--- src/include/rename_cfg.svh ---
`ifndef RENAME_CFG_SVH
`define RENAME_CFG_SVH

// ====================
// register file sizes
// ====================
`define ARF_SIZE	32	// architectural regs
`define PRF_SIZE	64	// physical regs

// ====================
// queue depths
// ====================
`define ROB_DEPTH	16	// reorder buffer slots
`define FL_DEPTH	32	// PRF_SIZE - ARF_SIZE, regs free after reset

// never renamed, never gets a physical reg
`define ZERO_REG	31

`endif

--- src/hw/rename_pkg.sv ---
`default_nettype none

`include "rename_cfg.svh"

package rename_pkg;

	// index widths follow the sizes in the cfg header
	typedef logic [$clog2(`ARF_SIZE)-1:0]	areg_t;		// arch reg, 5b
	typedef logic [$clog2(`PRF_SIZE)-1:0]	preg_t;		// phys reg, 6b
	typedef logic [$clog2(`ROB_DEPTH)-1:0]	rob_idx_t;	// rob slot, 4b

	// extra msb is the lap bit for full/empty detection
	typedef logic [$clog2(`FL_DEPTH):0]		fl_ptr_t;

	// halt sequence
	typedef enum logic [1:0] {
		RUN		= 2'b00,	// normal dispatch
		DRAIN	= 2'b01,	// halt accepted, waiting for it to retire
		HALTED	= 2'b10		// halt retired, core stopped
	} core_state_e;

endpackage : rename_pkg

`default_nettype wire

--- src/hw/dispatch_if.sv ---
`timescale 1ns/10ps
`default_nettype none

// one dispatch event, shared by ctrl, free list, map table and rob
interface dispatch_if;
	import rename_pkg::*;

	logic	dispatch_en;	// instr accepted this cycle
	logic	alloc_en;		// accepted and needs a new phys reg
	areg_t	dest_areg;		// arch destination
	logic	is_halt;		// accepted instr is a halt
	preg_t	new_preg;		// free list head
	preg_t	old_preg;		// current mapping of dest_areg

	modport ctrl (output dispatch_en, output alloc_en, output dest_areg, output is_halt);

	modport fl (input alloc_en, output new_preg);

	modport map (input dispatch_en, input alloc_en, input dest_areg, input new_preg,
		output old_preg);

	modport rob (input dispatch_en, input alloc_en, input dest_areg, input is_halt,
		input new_preg, input old_preg);

endinterface : dispatch_if

`default_nettype wire

--- src/hw/dispatch_ctrl.sv ---
`timescale 1ns/10ps
`default_nettype none

`include "rename_cfg.svh"

module dispatch_ctrl (
	input	logic				clk,
	input	logic				rst_n_i,
	input	logic				id_valid_i,		// decoded instr present
	input	logic				id_halt_i,
	input	rename_pkg::areg_t	id_dest_i,
	input	logic				rob_full_i,
	input	logic				retire_halt_i,	// halt leaving the rob
	dispatch_if.ctrl			disp,
	output	logic				halted_o
);
	import rename_pkg::*;

	core_state_e	state_q;
	core_state_e	state_d;
	logic			accept;

	// free list never runs dry so only the rob can stall us
	assign accept = (state_q == RUN) && !rob_full_i && id_valid_i;

	assign disp.dispatch_en	= accept;
	assign disp.alloc_en	= accept && !id_halt_i && (id_dest_i != areg_t'(`ZERO_REG));
	assign disp.dest_areg	= id_dest_i;
	assign disp.is_halt		= id_halt_i;

	// ====================
	// halt sequence FSM
	// ====================
	always_comb begin
		state_d = state_q;
		case (state_q)
			RUN:	if (accept && id_halt_i) state_d = DRAIN;	// stop taking instrs
			DRAIN:	if (retire_halt_i) state_d = HALTED;		// older work all retired
			HALTED:	state_d = HALTED;							// stays until reset
			default: state_d = RUN;
		endcase
	end

	always_ff @(posedge clk or negedge rst_n_i) begin
		if (!rst_n_i) begin
			state_q <= RUN;
		end else begin
			state_q <= state_d;
		end
	end

	assign halted_o = (state_q == HALTED);

	// the rob can only retire a halt that was accepted here
	a_halt_retires_in_drain : assert property (@(posedge clk) disable iff (!rst_n_i)
		retire_halt_i |-> (state_q == DRAIN));

endmodule : dispatch_ctrl

`default_nettype wire

--- src/hw/map_table.sv ---
`timescale 1ns/10ps
`default_nettype none

`include "rename_cfg.svh"

module map_table (
	input	logic				clk,
	input	logic				rst_n_i,
	input	rename_pkg::areg_t	ra_i,			// source a
	input	rename_pkg::areg_t	rb_i,			// source b
	input	logic				bcast_vld_i,	// completion wake-up
	input	rename_pkg::preg_t	bcast_preg_i,
	dispatch_if.map				disp,
	output	rename_pkg::preg_t	opa_preg_o,
	output	rename_pkg::preg_t	opb_preg_o,
	output	logic				opa_rdy_o,
	output	logic				opb_rdy_o
);
	import rename_pkg::*;

	preg_t					map_q [`ARF_SIZE];	// arch -> phys
	logic [`PRF_SIZE-1:0]	rdy_q;				// one bit per phys reg
	logic					remap;

	assign remap = disp.dispatch_en && disp.alloc_en;

	// lookups see the table before this cycle's remap, no bypass
	assign opa_preg_o		= map_q[ra_i];
	assign opb_preg_o		= map_q[rb_i];
	assign opa_rdy_o		= rdy_q[opa_preg_o];
	assign opb_rdy_o		= rdy_q[opb_preg_o];
	assign disp.old_preg	= map_q[disp.dest_areg];	// becomes told in the rob

	// identity mapping out of reset
	always_ff @(posedge clk or negedge rst_n_i) begin
		if (!rst_n_i) begin
			for (int i = 0; i < `ARF_SIZE; i++)
				map_q[i] <= preg_t'(i);
		end else if (remap) begin
			map_q[disp.dest_areg] <= disp.new_preg;
		end
	end

	// low half of the prf holds committed values, all ready
	always_ff @(posedge clk or negedge rst_n_i) begin
		if (!rst_n_i) begin
			rdy_q <= {{(`PRF_SIZE - `ARF_SIZE){1'b0}}, {`ARF_SIZE{1'b1}}};
		end else begin
			if (bcast_vld_i)
				rdy_q[bcast_preg_i] <= 1'b1;	// producer finished
			if (remap)
				rdy_q[disp.new_preg] <= 1'b0;	// fresh tag, value pending
		end
	end

endmodule : map_table

`default_nettype wire

--- src/hw/free_list.sv ---
`timescale 1ns/10ps
`default_nettype none

`include "rename_cfg.svh"

module free_list (
	input	logic				clk,
	input	logic				rst_n_i,
	dispatch_if.fl				disp,
	input	logic				retire_free_en_i,	// retiring entry frees told
	input	rename_pkg::preg_t	retire_told_i
);
	import rename_pkg::*;

	localparam int IDX_W = $clog2(`FL_DEPTH);	// slot bits, msb of ptr is lap bit

	preg_t		fifo_q [`FL_DEPTH];
	fl_ptr_t	head_q;		// next reg handed out
	fl_ptr_t	tail_q;		// next slot for a freed reg
	logic		empty;
	logic		full;

	assign empty	= (head_q == tail_q);
	assign full		= (head_q[IDX_W] != tail_q[IDX_W]) &&
					  (head_q[IDX_W-1:0] == tail_q[IDX_W-1:0]);

	assign disp.new_preg = fifo_q[head_q[IDX_W-1:0]];	// always offered, popped on alloc

	// ====================
	// pointers
	// ====================
	always_ff @(posedge clk or negedge rst_n_i) begin
		if (!rst_n_i) begin
			head_q <= '0;
			tail_q <= fl_ptr_t'(`FL_DEPTH);	// one lap ahead, list full
		end else begin
			if (disp.alloc_en)
				head_q <= head_q + fl_ptr_t'(1);
			if (retire_free_en_i)
				tail_q <= tail_q + fl_ptr_t'(1);
		end
	end

	// regs above the arch range start out free, in order
	always_ff @(posedge clk or negedge rst_n_i) begin
		if (!rst_n_i) begin
			for (int i = 0; i < `FL_DEPTH; i++)
				fifo_q[i] <= preg_t'(`ARF_SIZE + i);
		end else if (retire_free_en_i) begin
			fifo_q[tail_q[IDX_W-1:0]] <= retire_told_i;
		end
	end

	// dispatch never checks the list, the sizing must hold
	a_no_pop_empty : assert property (@(posedge clk) disable iff (!rst_n_i)
		disp.alloc_en |-> !empty);

	// more frees than allocations means a tag leaked twice
	a_no_push_full : assert property (@(posedge clk) disable iff (!rst_n_i)
		retire_free_en_i |-> !full);

endmodule : free_list

`default_nettype wire

--- src/hw/rob.sv ---
`timescale 1ns/10ps
`default_nettype none

`include "rename_cfg.svh"

module rob (
	input	logic					clk,
	input	logic					rst_n_i,
	dispatch_if.rob					disp,

	// completion from the execute side
	input	logic					cmpl_vld_i,
	input	rename_pkg::rob_idx_t	cmpl_idx_i,

	output	rename_pkg::rob_idx_t	rob_idx_o,			// slot for this dispatch
	output	logic					rob_full_o,

	// wake-up for the map table
	output	logic					bcast_vld_o,
	output	rename_pkg::preg_t		bcast_preg_o,

	// retirement
	output	logic					retire_vld_o,
	output	rename_pkg::areg_t		retire_areg_o,
	output	rename_pkg::preg_t		retire_told_o,
	output	logic					retire_free_en_o,	// told goes back to free list
	output	logic					retire_halt_o
);
	import rename_pkg::*;

	// per-entry control
	logic [`ROB_DEPTH-1:0]	vld_q;
	logic [`ROB_DEPTH-1:0]	done_q;

	// per-entry payload, only read while the entry is valid
	logic [`ROB_DEPTH-1:0]	has_dest_q;
	logic [`ROB_DEPTH-1:0]	halt_q;
	areg_t					areg_q [`ROB_DEPTH];
	preg_t					tnew_q [`ROB_DEPTH];
	preg_t					told_q [`ROB_DEPTH];

	rob_idx_t				head_q;		// oldest entry
	rob_idx_t				tail_q;		// next free slot

	// ====================
	// dispatch side
	// ====================
	assign rob_idx_o	= tail_q;
	assign rob_full_o	= vld_q[tail_q];	// tail caught up with a live entry

	always_ff @(posedge clk) begin
		if (disp.dispatch_en) begin
			has_dest_q[tail_q]	<= disp.alloc_en;
			halt_q[tail_q]		<= disp.is_halt;
			areg_q[tail_q]		<= disp.dest_areg;
			tnew_q[tail_q]		<= disp.new_preg;
			told_q[tail_q]		<= disp.old_preg;
		end
	end

	// ====================
	// completion and broadcast
	// ====================
	// no-dest entries complete silently
	assign bcast_vld_o	= cmpl_vld_i && has_dest_q[cmpl_idx_i];
	assign bcast_preg_o	= tnew_q[cmpl_idx_i];

	// ====================
	// in-order retire
	// ====================
	assign retire_vld_o		= vld_q[head_q] && done_q[head_q];	// one per cycle at most
	assign retire_areg_o	= areg_q[head_q];
	assign retire_told_o	= told_q[head_q];
	assign retire_free_en_o	= retire_vld_o && has_dest_q[head_q];
	assign retire_halt_o	= retire_vld_o && halt_q[head_q];

	always_ff @(posedge clk or negedge rst_n_i) begin
		if (!rst_n_i) begin
			vld_q	<= '0;
			done_q	<= '0;
			head_q	<= '0;
			tail_q	<= '0;
		end else begin
			if (disp.dispatch_en) begin
				vld_q[tail_q]	<= 1'b1;
				done_q[tail_q]	<= disp.is_halt;	// halt has nothing to execute
				tail_q			<= tail_q + rob_idx_t'(1);
			end
			if (cmpl_vld_i)
				done_q[cmpl_idx_i] <= 1'b1;
			if (retire_vld_o) begin
				vld_q[head_q]	<= 1'b0;
				head_q			<= head_q + rob_idx_t'(1);
			end
		end
	end

	// the execute side may only finish live, unfinished work
	a_cmpl_live_entry : assert property (@(posedge clk) disable iff (!rst_n_i)
		cmpl_vld_i |-> vld_q[cmpl_idx_i] && !done_q[cmpl_idx_i]);

endmodule : rob

`default_nettype wire

--- src/hw/rename_core.sv ---
`timescale 1ns/10ps
`default_nettype none

module rename_core (
	input	logic					clk,
	input	logic					rst_n_i,

	// decoded instr
	input	logic					id_valid_i,
	input	logic					id_halt_i,
	input	rename_pkg::areg_t		id_dest_i,
	input	rename_pkg::areg_t		id_ra_i,
	input	rename_pkg::areg_t		id_rb_i,

	// completion by rob index
	input	logic					cmpl_vld_i,
	input	rename_pkg::rob_idx_t	cmpl_rob_idx_i,

	// dispatch results
	output	logic					dispatch_en_o,
	output	rename_pkg::preg_t		dest_preg_o,
	output	rename_pkg::rob_idx_t	rob_idx_o,
	output	rename_pkg::preg_t		opa_preg_o,
	output	logic					opa_rdy_o,
	output	rename_pkg::preg_t		opb_preg_o,
	output	logic					opb_rdy_o,

	// retirement
	output	logic					retire_vld_o,
	output	rename_pkg::areg_t		retire_areg_o,
	output	rename_pkg::preg_t		retire_told_o,
	output	logic					halted_o
);
	import rename_pkg::*;

	dispatch_if	disp_bus ();	// one dispatch event per cycle

	logic	rob_full;		// rob -> ctrl
	logic	retire_halt;
	logic	bcast_vld;		// rob -> map table
	preg_t	bcast_preg;
	logic	retire_free_en;	// rob -> free list
	preg_t	retire_told;

	assign dispatch_en_o	= disp_bus.dispatch_en;
	assign dest_preg_o		= disp_bus.new_preg;	// head of free list
	assign retire_told_o	= retire_told;

	// ====================
	// rename blocks
	// ====================
	dispatch_ctrl u_dispatch_ctrl (.clk, .rst_n_i, .id_valid_i, .id_halt_i, .id_dest_i,
		.rob_full_i(rob_full), .retire_halt_i(retire_halt), .disp(disp_bus), .halted_o);

	map_table u_map_table (.clk, .rst_n_i, .ra_i(id_ra_i), .rb_i(id_rb_i),
		.bcast_vld_i(bcast_vld), .bcast_preg_i(bcast_preg), .disp(disp_bus),
		.opa_preg_o, .opb_preg_o, .opa_rdy_o, .opb_rdy_o);

	free_list u_free_list (.clk, .rst_n_i, .disp(disp_bus),
		.retire_free_en_i(retire_free_en), .retire_told_i(retire_told));

	rob u_rob (.clk, .rst_n_i, .disp(disp_bus), .cmpl_vld_i, .cmpl_idx_i(cmpl_rob_idx_i),
		.rob_idx_o, .rob_full_o(rob_full), .bcast_vld_o(bcast_vld), .bcast_preg_o(bcast_preg),
		.retire_vld_o, .retire_areg_o, .retire_told_o(retire_told),
		.retire_free_en_o(retire_free_en), .retire_halt_o(retire_halt));

endmodule : rename_core

`default_nettype wire

--- config.mk ---
export PLATFORM = sky130hd
export DESIGN_NAME = rename_core
export DESIGN_NICKNAME = d
export VERILOG_FILES = /design/src/hw/rename_pkg.sv /design/src/hw/dispatch_if.sv /design/src/hw/dispatch_ctrl.sv /design/src/hw/map_table.sv /design/src/hw/free_list.sv /design/src/hw/rob.sv /design/src/hw/rename_core.sv
export VERILOG_INCLUDE_DIRS = /design/src /design/src/include
export SDC_FILE = /design/constraint.sdc
export NUM_CORES = 1
export LEC_CHECK = 0
export BUFFER_PORTS_ARGS = -buffer_cell sky130_fd_sc_hd__buf_2
export CAP_MARGIN = 30
export CORE_MARGIN = 10
export CORE_UTILIZATION = 40
export DETAILED_ROUTE_END_ITERATION = 8
export PLACE_DENSITY = 0.6
export RECOVER_POWER = 50
export SYNTH_ARGS = -nofsm -noshare
export SYNTH_HDL_FRONTEND = slang
export SYNTH_SLANG_ARGS = --single-unit
--- constraint.sdc ---
create_clock -name clk -period 9.3 [get_ports clk]
set_clock_uncertainty 0.2 [all_clocks]
set_input_delay 0.93 -clock clk [delete_from_list [all_inputs] [get_ports clk]]
set_output_delay 0.93 -clock clk [all_outputs]
set_load 0.01 [all_outputs]
==> summary.md, run 1 <==
| Metric | Value |
|---|---|
| Outcome | `finished with violations` |
| Failing checks | `capacitance limit, slew limit` |
| PwrDens | `291 nW/µm²` |
| P_int | `8.12 mW` |
| Pre-antenna DRT Iters | `7` |
| Root buffer cell | `clkbuf_16` |
| Largest net degree at the start of global routing | `170` |
| Avg Cell Area, Syn | `14.4 µm²` |
| # rows | `114` |
| Die X | `331 µm` |
| Clk slew on worst S/H paths | `60 ps` |
| Sequential area share after synthesis | `56.6%` |
| FF-to-FF Start | `u_rob.head_q[1]` |
| Crit-path leading delay family | `buffers and inverters` |
| Max cap viols | `15` |
| Slowest CP cell | `clkbuf_1` |
| Total number of yosys warnings | `0` |
| Switching share of power | `35.4%` |
| First-pass GRT wire length | `164000 µm` |
| Switch Pwr | `4.45 mW` |
| Tot GR Track Use | `19.7%` |
| Data required time of the critical path | `9620 ps` |
| Final count of hold timing violations | `0` |
| Setup crit start kind | `flip-flop` |
| Vias | `24.4k` |
| Hold slack | `203 ps` |
| Ports | `62` |
| Largest area contributor in the netlist | `edfxtp_1` |
| Core ar. | `96400 µm²` |
| Post-synth EDFFs | `304` |
| Pleak | `16.2 nW` |
| Setup TNS | `0 ps` |
| Maximum VDD drop | `0.186 mV` |
| Clock Tree Buf Depth | `3` |
| Antenna violations before repair | `2` |
| Slew margin rel. | `-232%` |
| Fraction of layout cells with a size suffix above 1 | `36.2%` |
| Clock tree sinks | `804` |
| Final nets | `2734` |
| Netlist cell types | `63` |
| Dominant cells by area after synthesis | `edfxtp_1, mux4_2, dfrtp_1` |
| Max-slew violation count | `472` |
| Crit path buffers/inverters | `2` |
| HP Start | `u_map_table.map_q[1]` |
| Antenna Nets Post-Route | `0` |
| Crit end category | `flip-flop` |
| Starting density of the core | `40.1%` |
| Number of diodes | `0` |
| Seq pwr share | `41.2%` |
| Worst hold path type | `flip-flop to flip-flop` |
| Port Buf Inserts | `61` |
| RSZ-0062 raised after global routing | `false` |
| Power share of the combinational group | `31.1%` |
| Final worst path period share | `76.5%` |
| Critical Path Max Stage Delay | `2850 ps` |
| Latest clock arrival within the worst-skew pair | `670 ps` |
| Fillers | `8514` |
| Most common cell in the netlist | `mux4_2` |
| Post-CTS setup buffers | `0` |
| Least-Margin Pin Slew | `4980 ps` |
| Crit path from | `u_rob.head_q[1]` |
| Final setup fails | `0` |
| Post-layout util | `44.7%` |
| WL final | `109000 µm` |
| Post-synth top flop | `edfxtp_1` |
| Number of global-route vias before repair | `24.9k` |
| Inserted Clock Buffers | `84` |
| CTS tree | `done` |
| Synth cell count leaders | `mux4_2, edfxtp_1, dfrtp_1, a21oi_1, nor2_1` |
| Arr. time, crit path | `7440 ps` |
| Mapped Cells | `2683` |
| CP cell instances | `clkbuf_1, nand3_1, o21ai_0, mux4_2, nand2_1, and2_0, nor2b_1, clkbuf_1, nand2_1, nor4_2, mux2_2` |
| CP max FO | `72` |
| Max Fclk | `140 MHz` |
| Async set-reset flop share out of synthesis | `62.2%` |
| WL per Instance | `26.9 µm` |
| Post-synthesis instance area | `38700 µm²` |
| Drt first-iter violations | `2548` |
| Die height | `331 µm` |
| DRC viols | `0` |
| DR vias/cell | `6.05` |
| Die area | `110000 µm²` |
| Syn nets | `2724` |
| CTS Hold Bufs | `0` |
| DP HPWL | `70500 µm` |
| Minimum clock period | `7120 ps` |
| GPL Wtd Cong | `0.915` |
| Synth Register Bits | `804` |
| Synth top area share | `23.6%` |
| Clock power share | `27.7%` |
| Remaining Overflow, GRT | `0` |
| PostCTS Resize Cnt | `0` |
| Area delta synth->final | `11.4%` |
| H-tree depth | `3` |
| Crit Path Class | `flip-flop to flip-flop` |
-- final timing paths --
| kind | end | depth (start not counted) | slack [ps] |
|---|---|---|---|
| setup / recovery | u_free_list.fifo_q[170] | 11 | 2180 |
| hold / removal | u_map_table.map_q[1] | 0 | 200 |
| setup reg to reg | u_free_list.fifo_q[170] | 11 | 2180 |
| hold reg to reg | u_map_table.map_q[1] | 0 | 200 |
| max in group asynchronous | u_rob.head_q[0] | 1 | 3560 |
| min in group asynchronous | u_rob.vld_q[0] | 1 | 1860 |
-- power by group through the flow --
stage                     clock network (mW)  registers, mW  logic, mW
after floorplan                            0           4.86       2.66
after global placement                     0           5.19       3.78
after detailed placement                   0           5.21       3.89
after CTS                               3.55           5.15       3.90
after global routing                    3.69           5.25       4.20
final                                   3.48           5.18       3.90
-- metrics by stage --
step	cells	worst slack (ps)	area, µm²	power [mW]
4_1_cts	4040	2680	43200	12.6
6_report	4041	2180	43100	12.6
2_1_floorplan	2683	4530	38700	7.53
3_5_place_dp	3882	2680	40300	9.09
5_1_grt	4041	1290	43100	13.1
3_3_place_gp	3874	2700	40300	8.97
-- layer usage --
layer	wire length (µm)	part of all wire (%)	track usage (%)	up-vias
met5	0	0	0	-
met4	3350	3.1	6.42	0
met3	8120	7.5	3.71	174
met2	51700	48	31.3	972
met1	45400	42	27.0	12941
li1	-	-	-	10351
-- final cells by class --
cell class | count | area [µm²] | area share (%)
sequential | 804 | 21900 | 50.8
timing repair buffer | 119 | 704 | 1.63
clock buffer | 112 | 2330 | 5.40
multi-input combinational | 1646 | 15900 | 36.8
tap | 1276 | 1600 | 3.70
inverter | 38 | 143 | 0.331
clock inverter | 46 | 543 | 1.26
-- layout by cell type (no fill, tap or decap), drive strengths merged, types with 4 or more instances in the layout --
master	count
buf	92
a22o	4
mux2	204
a221oi	7
mux2i	70
a41oi	4
a22oi	18
ha	17
a211oi	16
edfxtp	304
o22ai	13
dfrtp	276
and3	20
bufinv	9
nand4	8
nor4	9
nand3	54
clkbuf	139
a2bb2oi	31
nand2	124
o21ai	123
or2	4
nor3b	7
o2111ai	5
nor2b	8
clkinv	30
mux4	320
nand3b	7
nand2b	7
inv	43
a21oi	276
xnor2	12
dfstp	224
nor3	10
nor2	231
and2	13
-- sequential cells by signal (all words and copies together) (netlist names) --
| signal | flops |
|---|---|
| u_rob.done_q | 16 |
| u_rob.vld_q | 16 |
| u_rob.areg_q | 80 |
| u_free_list.fifo_q | 192 |
| u_dispatch_ctrl.state_q | 2 |
| u_rob.halt_q | 16 |
| u_rob.told_q | 96 |
| u_map_table.rdy_q | 64 |
| u_rob.head_q | 4 |
| u_free_list.tail_q | 5 |
| u_map_table.map_q | 192 |
| u_rob.has_dest_q | 16 |
| u_rob.rob_idx_o | 4 |
| u_free_list.head_q | 5 |
| u_rob.tnew_q | 96 |
-- cells by family (layout without fill, tap and decap cells) --
family	after synthesis	count (layout)	share of synthesized area (%)
flops	804	804	56.6
simple gates	512	512	5.98
xor+xnor	12	12	0.271
mux	594	594	26.5
compound gates	511	511	7.51
fa+ha+maj	17	17	0.549
buf+inv	233	315	2.59
(Power assumes the default switching activity.)
==> run 2: changes to the inputs <==
- clock period: 9.3 -> 7.4 ns (I/O delays scaled with it)
==> run 2 against run 1 <==
  * The flow still finishes with violations (capacitance limit, slew limit)
  * Global-route usage rose by 0.29 points
  * Via count rose by 0.98%
  * Hold slack got worse by 4.1 ps
  * Register-to-register slack got worse by 720 ps
  * Die area did not move
  * Combinational power rose by 22%
  * Count of clock-buffer cells in the layout rose by 15
  * Clock power rose by 24%
  * Routed wire length rose by 1.3%
  * Sequential share of layout area barely moved
  * Flip-flop and latch count did not move
  * Sequential power rose by 28%
  * Critical path type is now flip-flop to output port
  * Largest cell class unchanged
==> summary.md, run 2 (synthesis results as in run 1) <==
| Metric | Value |
|---|---|
| Post-CTS setup buffers | `0 (unchanged)` |
| Failing checks | `capacitance limit, slew limit` |
| Critical Path Max Stage Delay | `1600 ps (-1250 ps)` |
| WL per Instance | `27.2 µm (+1.3%)` |
| Remaining Overflow, GRT | `0 (unchanged)` |
| Root buffer cell | `clkbuf_16` |
| Port Buf Inserts | `61 (unchanged)` |
| Die height | `331 µm (unchanged)` |
| Fraction of layout cells with a size suffix above 1 | `35.7% (-0.52 points)` |
| P_int | `10.1 mW (+25%)` |
| Inserted Clock Buffers | `85 (+1.2%)` |
| Final count of hold timing violations | `0 (unchanged)` |
| Final setup fails | `0 (unchanged)` |
| Setup crit start kind | `flip-flop` |
| Ports | `62 (unchanged)` |
| Setup TNS | `0 ps (unchanged)` |
| CP cell instances | `clkbuf_1, mux4_2, mux4_2, buf_2` |
| Clock power share | `27.4% (-0.3 points)` |
| Crit path buffers/inverters | `2 (unchanged)` |
| Tot GR Track Use | `19.9% (+0.29 points)` |
| RSZ-0062 raised after global routing | `false` |
| Data required time of the critical path | `6460 ps (-3160 ps)` |
| PwrDens | `364 nW/µm² (+25%)` |
| WHS Path Cells | `0 (unchanged)` |
| Worst hold path type | `flip-flop to flip-flop` |
| Clock tree sinks | `804 (unchanged)` |
| Slowest CP cell | `clkbuf_1` |
| Number of global-route vias before repair | `25.0k (+0.66%)` |
| H-tree depth | `3 (unchanged)` |
| GPL Wtd Cong | `0.930 (+1.7%)` |
| Reg2Reg Depth | `10 (-1)` |
| Hold path endpoint | `u_map_table.map_q[4]` |
| First-pass GRT wire length | `165000 µm (+0.82%)` |
| Commonest non-fill, non-tap cells in the layout | `mux4_2, edfxtp_1, a21oi_1` |
| # rows | `114 (unchanged)` |
| Crit Path Class | `flip-flop to output port` |
| Reg-to-Reg End | `u_map_table.map_q[28]` |
| Area delta synth->final | `11.4% (about the same)` |
| Seq pwr share | `42.2% (+1.0 points)` |
| R2r setup slk | `1460 ps (-720 ps)` |
| Largest net degree at the start of global routing | `153 (-10%)` |
| Core ar. | `96400 µm² (unchanged)` |
| Largest regs | `u_free_list.fifo_q: 192 flops, u_map_table.map_q: 192 flops` |
| Max cap viols | `15 (unchanged)` |
| Clk slew on worst S/H paths | `70 ps (about the same)` |
| Clock Tree Buf Depth | `3 (unchanged)` |
| Drt first-iter violations | `2627 (+3.1%)` |
| Antenna Nets Post-Route | `0 (unchanged)` |
| Pleak | `16.2 nW (-0.14%)` |
| Die area | `110000 µm² (unchanged)` |
| Least-Margin Pin Slew | `4030 ps (-952 ps)` |
| Minimum clock period | `6230 ps` |
| Antenna violations before repair | `2 (unchanged)` |
| CTS Hold Bufs | `1 (+1)` |
| Arr. time, crit path | `5290 ps (-2150 ps)` |
| Starting density of the core | `40.1% (unchanged)` |
| Final nets | `2733 (-0.037%)` |
| Fillers | `8477 (-0.43%)` |
| Max Fclk | `160 MHz` |
| Maximum VDD drop | `0.252 mV (+35%)` |
| DRC viols | `0 (unchanged)` |
| WL final | `110000 µm (+1.3%)` |
| Commonest non-fill, non-tap cell in the layout | `mux4_2` |
| Switching share of power | `35.3% (-0.065 points)` |
| Pre-antenna DRT Iters | `5 (-2)` |
| Slew margin rel. | `-169% (+63 points)` |
| Die X | `331 µm (unchanged)` |
| CP max FO | `40 (-44%)` |
| Crit end category | `output port` |
| Latest clock arrival within the worst-skew pair | `650 ps (-20 ps)` |
| Power share of the combinational group | `30.4% (-0.7 points)` |
| DR vias/cell | `6.11 (+0.98%)` |
| CTS tree | `done` |
| Outcome | `finished with violations` |
| FF-to-FF Start | `u_rob.rob_idx_o[0]` |
| Final worst path period share | `84.2%` |
| HP Start | `u_map_table.map_q[4]` |
| DP HPWL | `72100 µm (+2.3%)` |
| Worst path depth | `4 (-7)` |
| Crit-path leading delay family | `buffers and inverters` |
| Vias | `24.7k (+0.98%)` |
| Final setup margin | `1170 ps (-1010 ps)` |
| Place WS | `1620 ps (-1060 ps)` |
| Switch Pwr | `5.55 mW (+25%)` |
| Crit path top cell by count | `mux4_2` |
| Max-slew violation count | `657 (+39%)` |
| PostCTS Resize Cnt | `0 (unchanged)` |
## run 2: worst reg2reg max path, cell delays in order, from the launching register on
cell and delay (ps):
dfrtp_1 670, mux4_2 590, mux2i_1 230, o211ai_1 130, a21oi_1 820, nand2_1 540
clkinv_1 650, nand3_1 540, nor2_1 1210, nor2_1 110, a21oi_1 170
## run 2: worst max path at each step
| stage | startpoint | endpoint | slack, ps |
|---|---|---|---|
| 5_1_grt | u_rob.head_q[1] | retire_told_o[0] | 810 |
| 2_1_floorplan | id_rb_i[0] | opb_rdy_o | 3010 |
| 3_3_place_gp | id_ra_i[1] | opa_rdy_o | 1690 |
| 4_1_cts | id_ra_i[0] | opa_rdy_o | 1600 |
| 6_report | u_rob.head_q[1] | retire_told_o[0] | 1170 |
| 3_5_place_dp | id_ra_i[0] | opa_rdy_o | 1620 |
## run 2: power by group through the flow
stage	clock, mW	sequential (mW)	combinational [mW]
floorplan	0	6.11	3.34
global placement	0	6.72	4.51
detailed placement	0	6.67	4.74
CTS	4.39	6.61	4.75
global route	4.57	6.71	5.14
finish	4.30	6.63	4.77
## run 2: layout make-up
class	instances	area, µm²	area share (%)
multi-input cells	1646	15900	36.8
clock inverters	31	362	0.839
well taps	1276	1600	3.70
repair buffers	117	756	1.75
diodes	2	5.00	0.0116
clock buffers	127	2450	5.68
flip-flops and latches	804	21900	50.9
inverters	38	143	0.331
## run 2: metrics by stage
step                cells  instance area (µm²)  utilization [%]  hold slack (ps)  total power, mW
floorplan            2683                38700                -              238             9.46
global placement     3869                40200             41.7              169             11.2
detailed placement   3877                40300             41.8              170             11.4
CTS                  4036                43200             44.8              135             15.7
global route         4040                43100             44.7              209             16.4
finish               4041                43100             44.7              199             15.7
## run 2: per-layer routing
layer / track usage [%] / vias to the layer above / share of wire, %
met3: 3.25 / 211 / 7.0
met5: 0 / - / 0
met2: 31.4 / 1036 / 47
met4: 7.53 / 0 / 3.5
met1: 27.7 / 13088 / 42
li1: - / 10342 / -
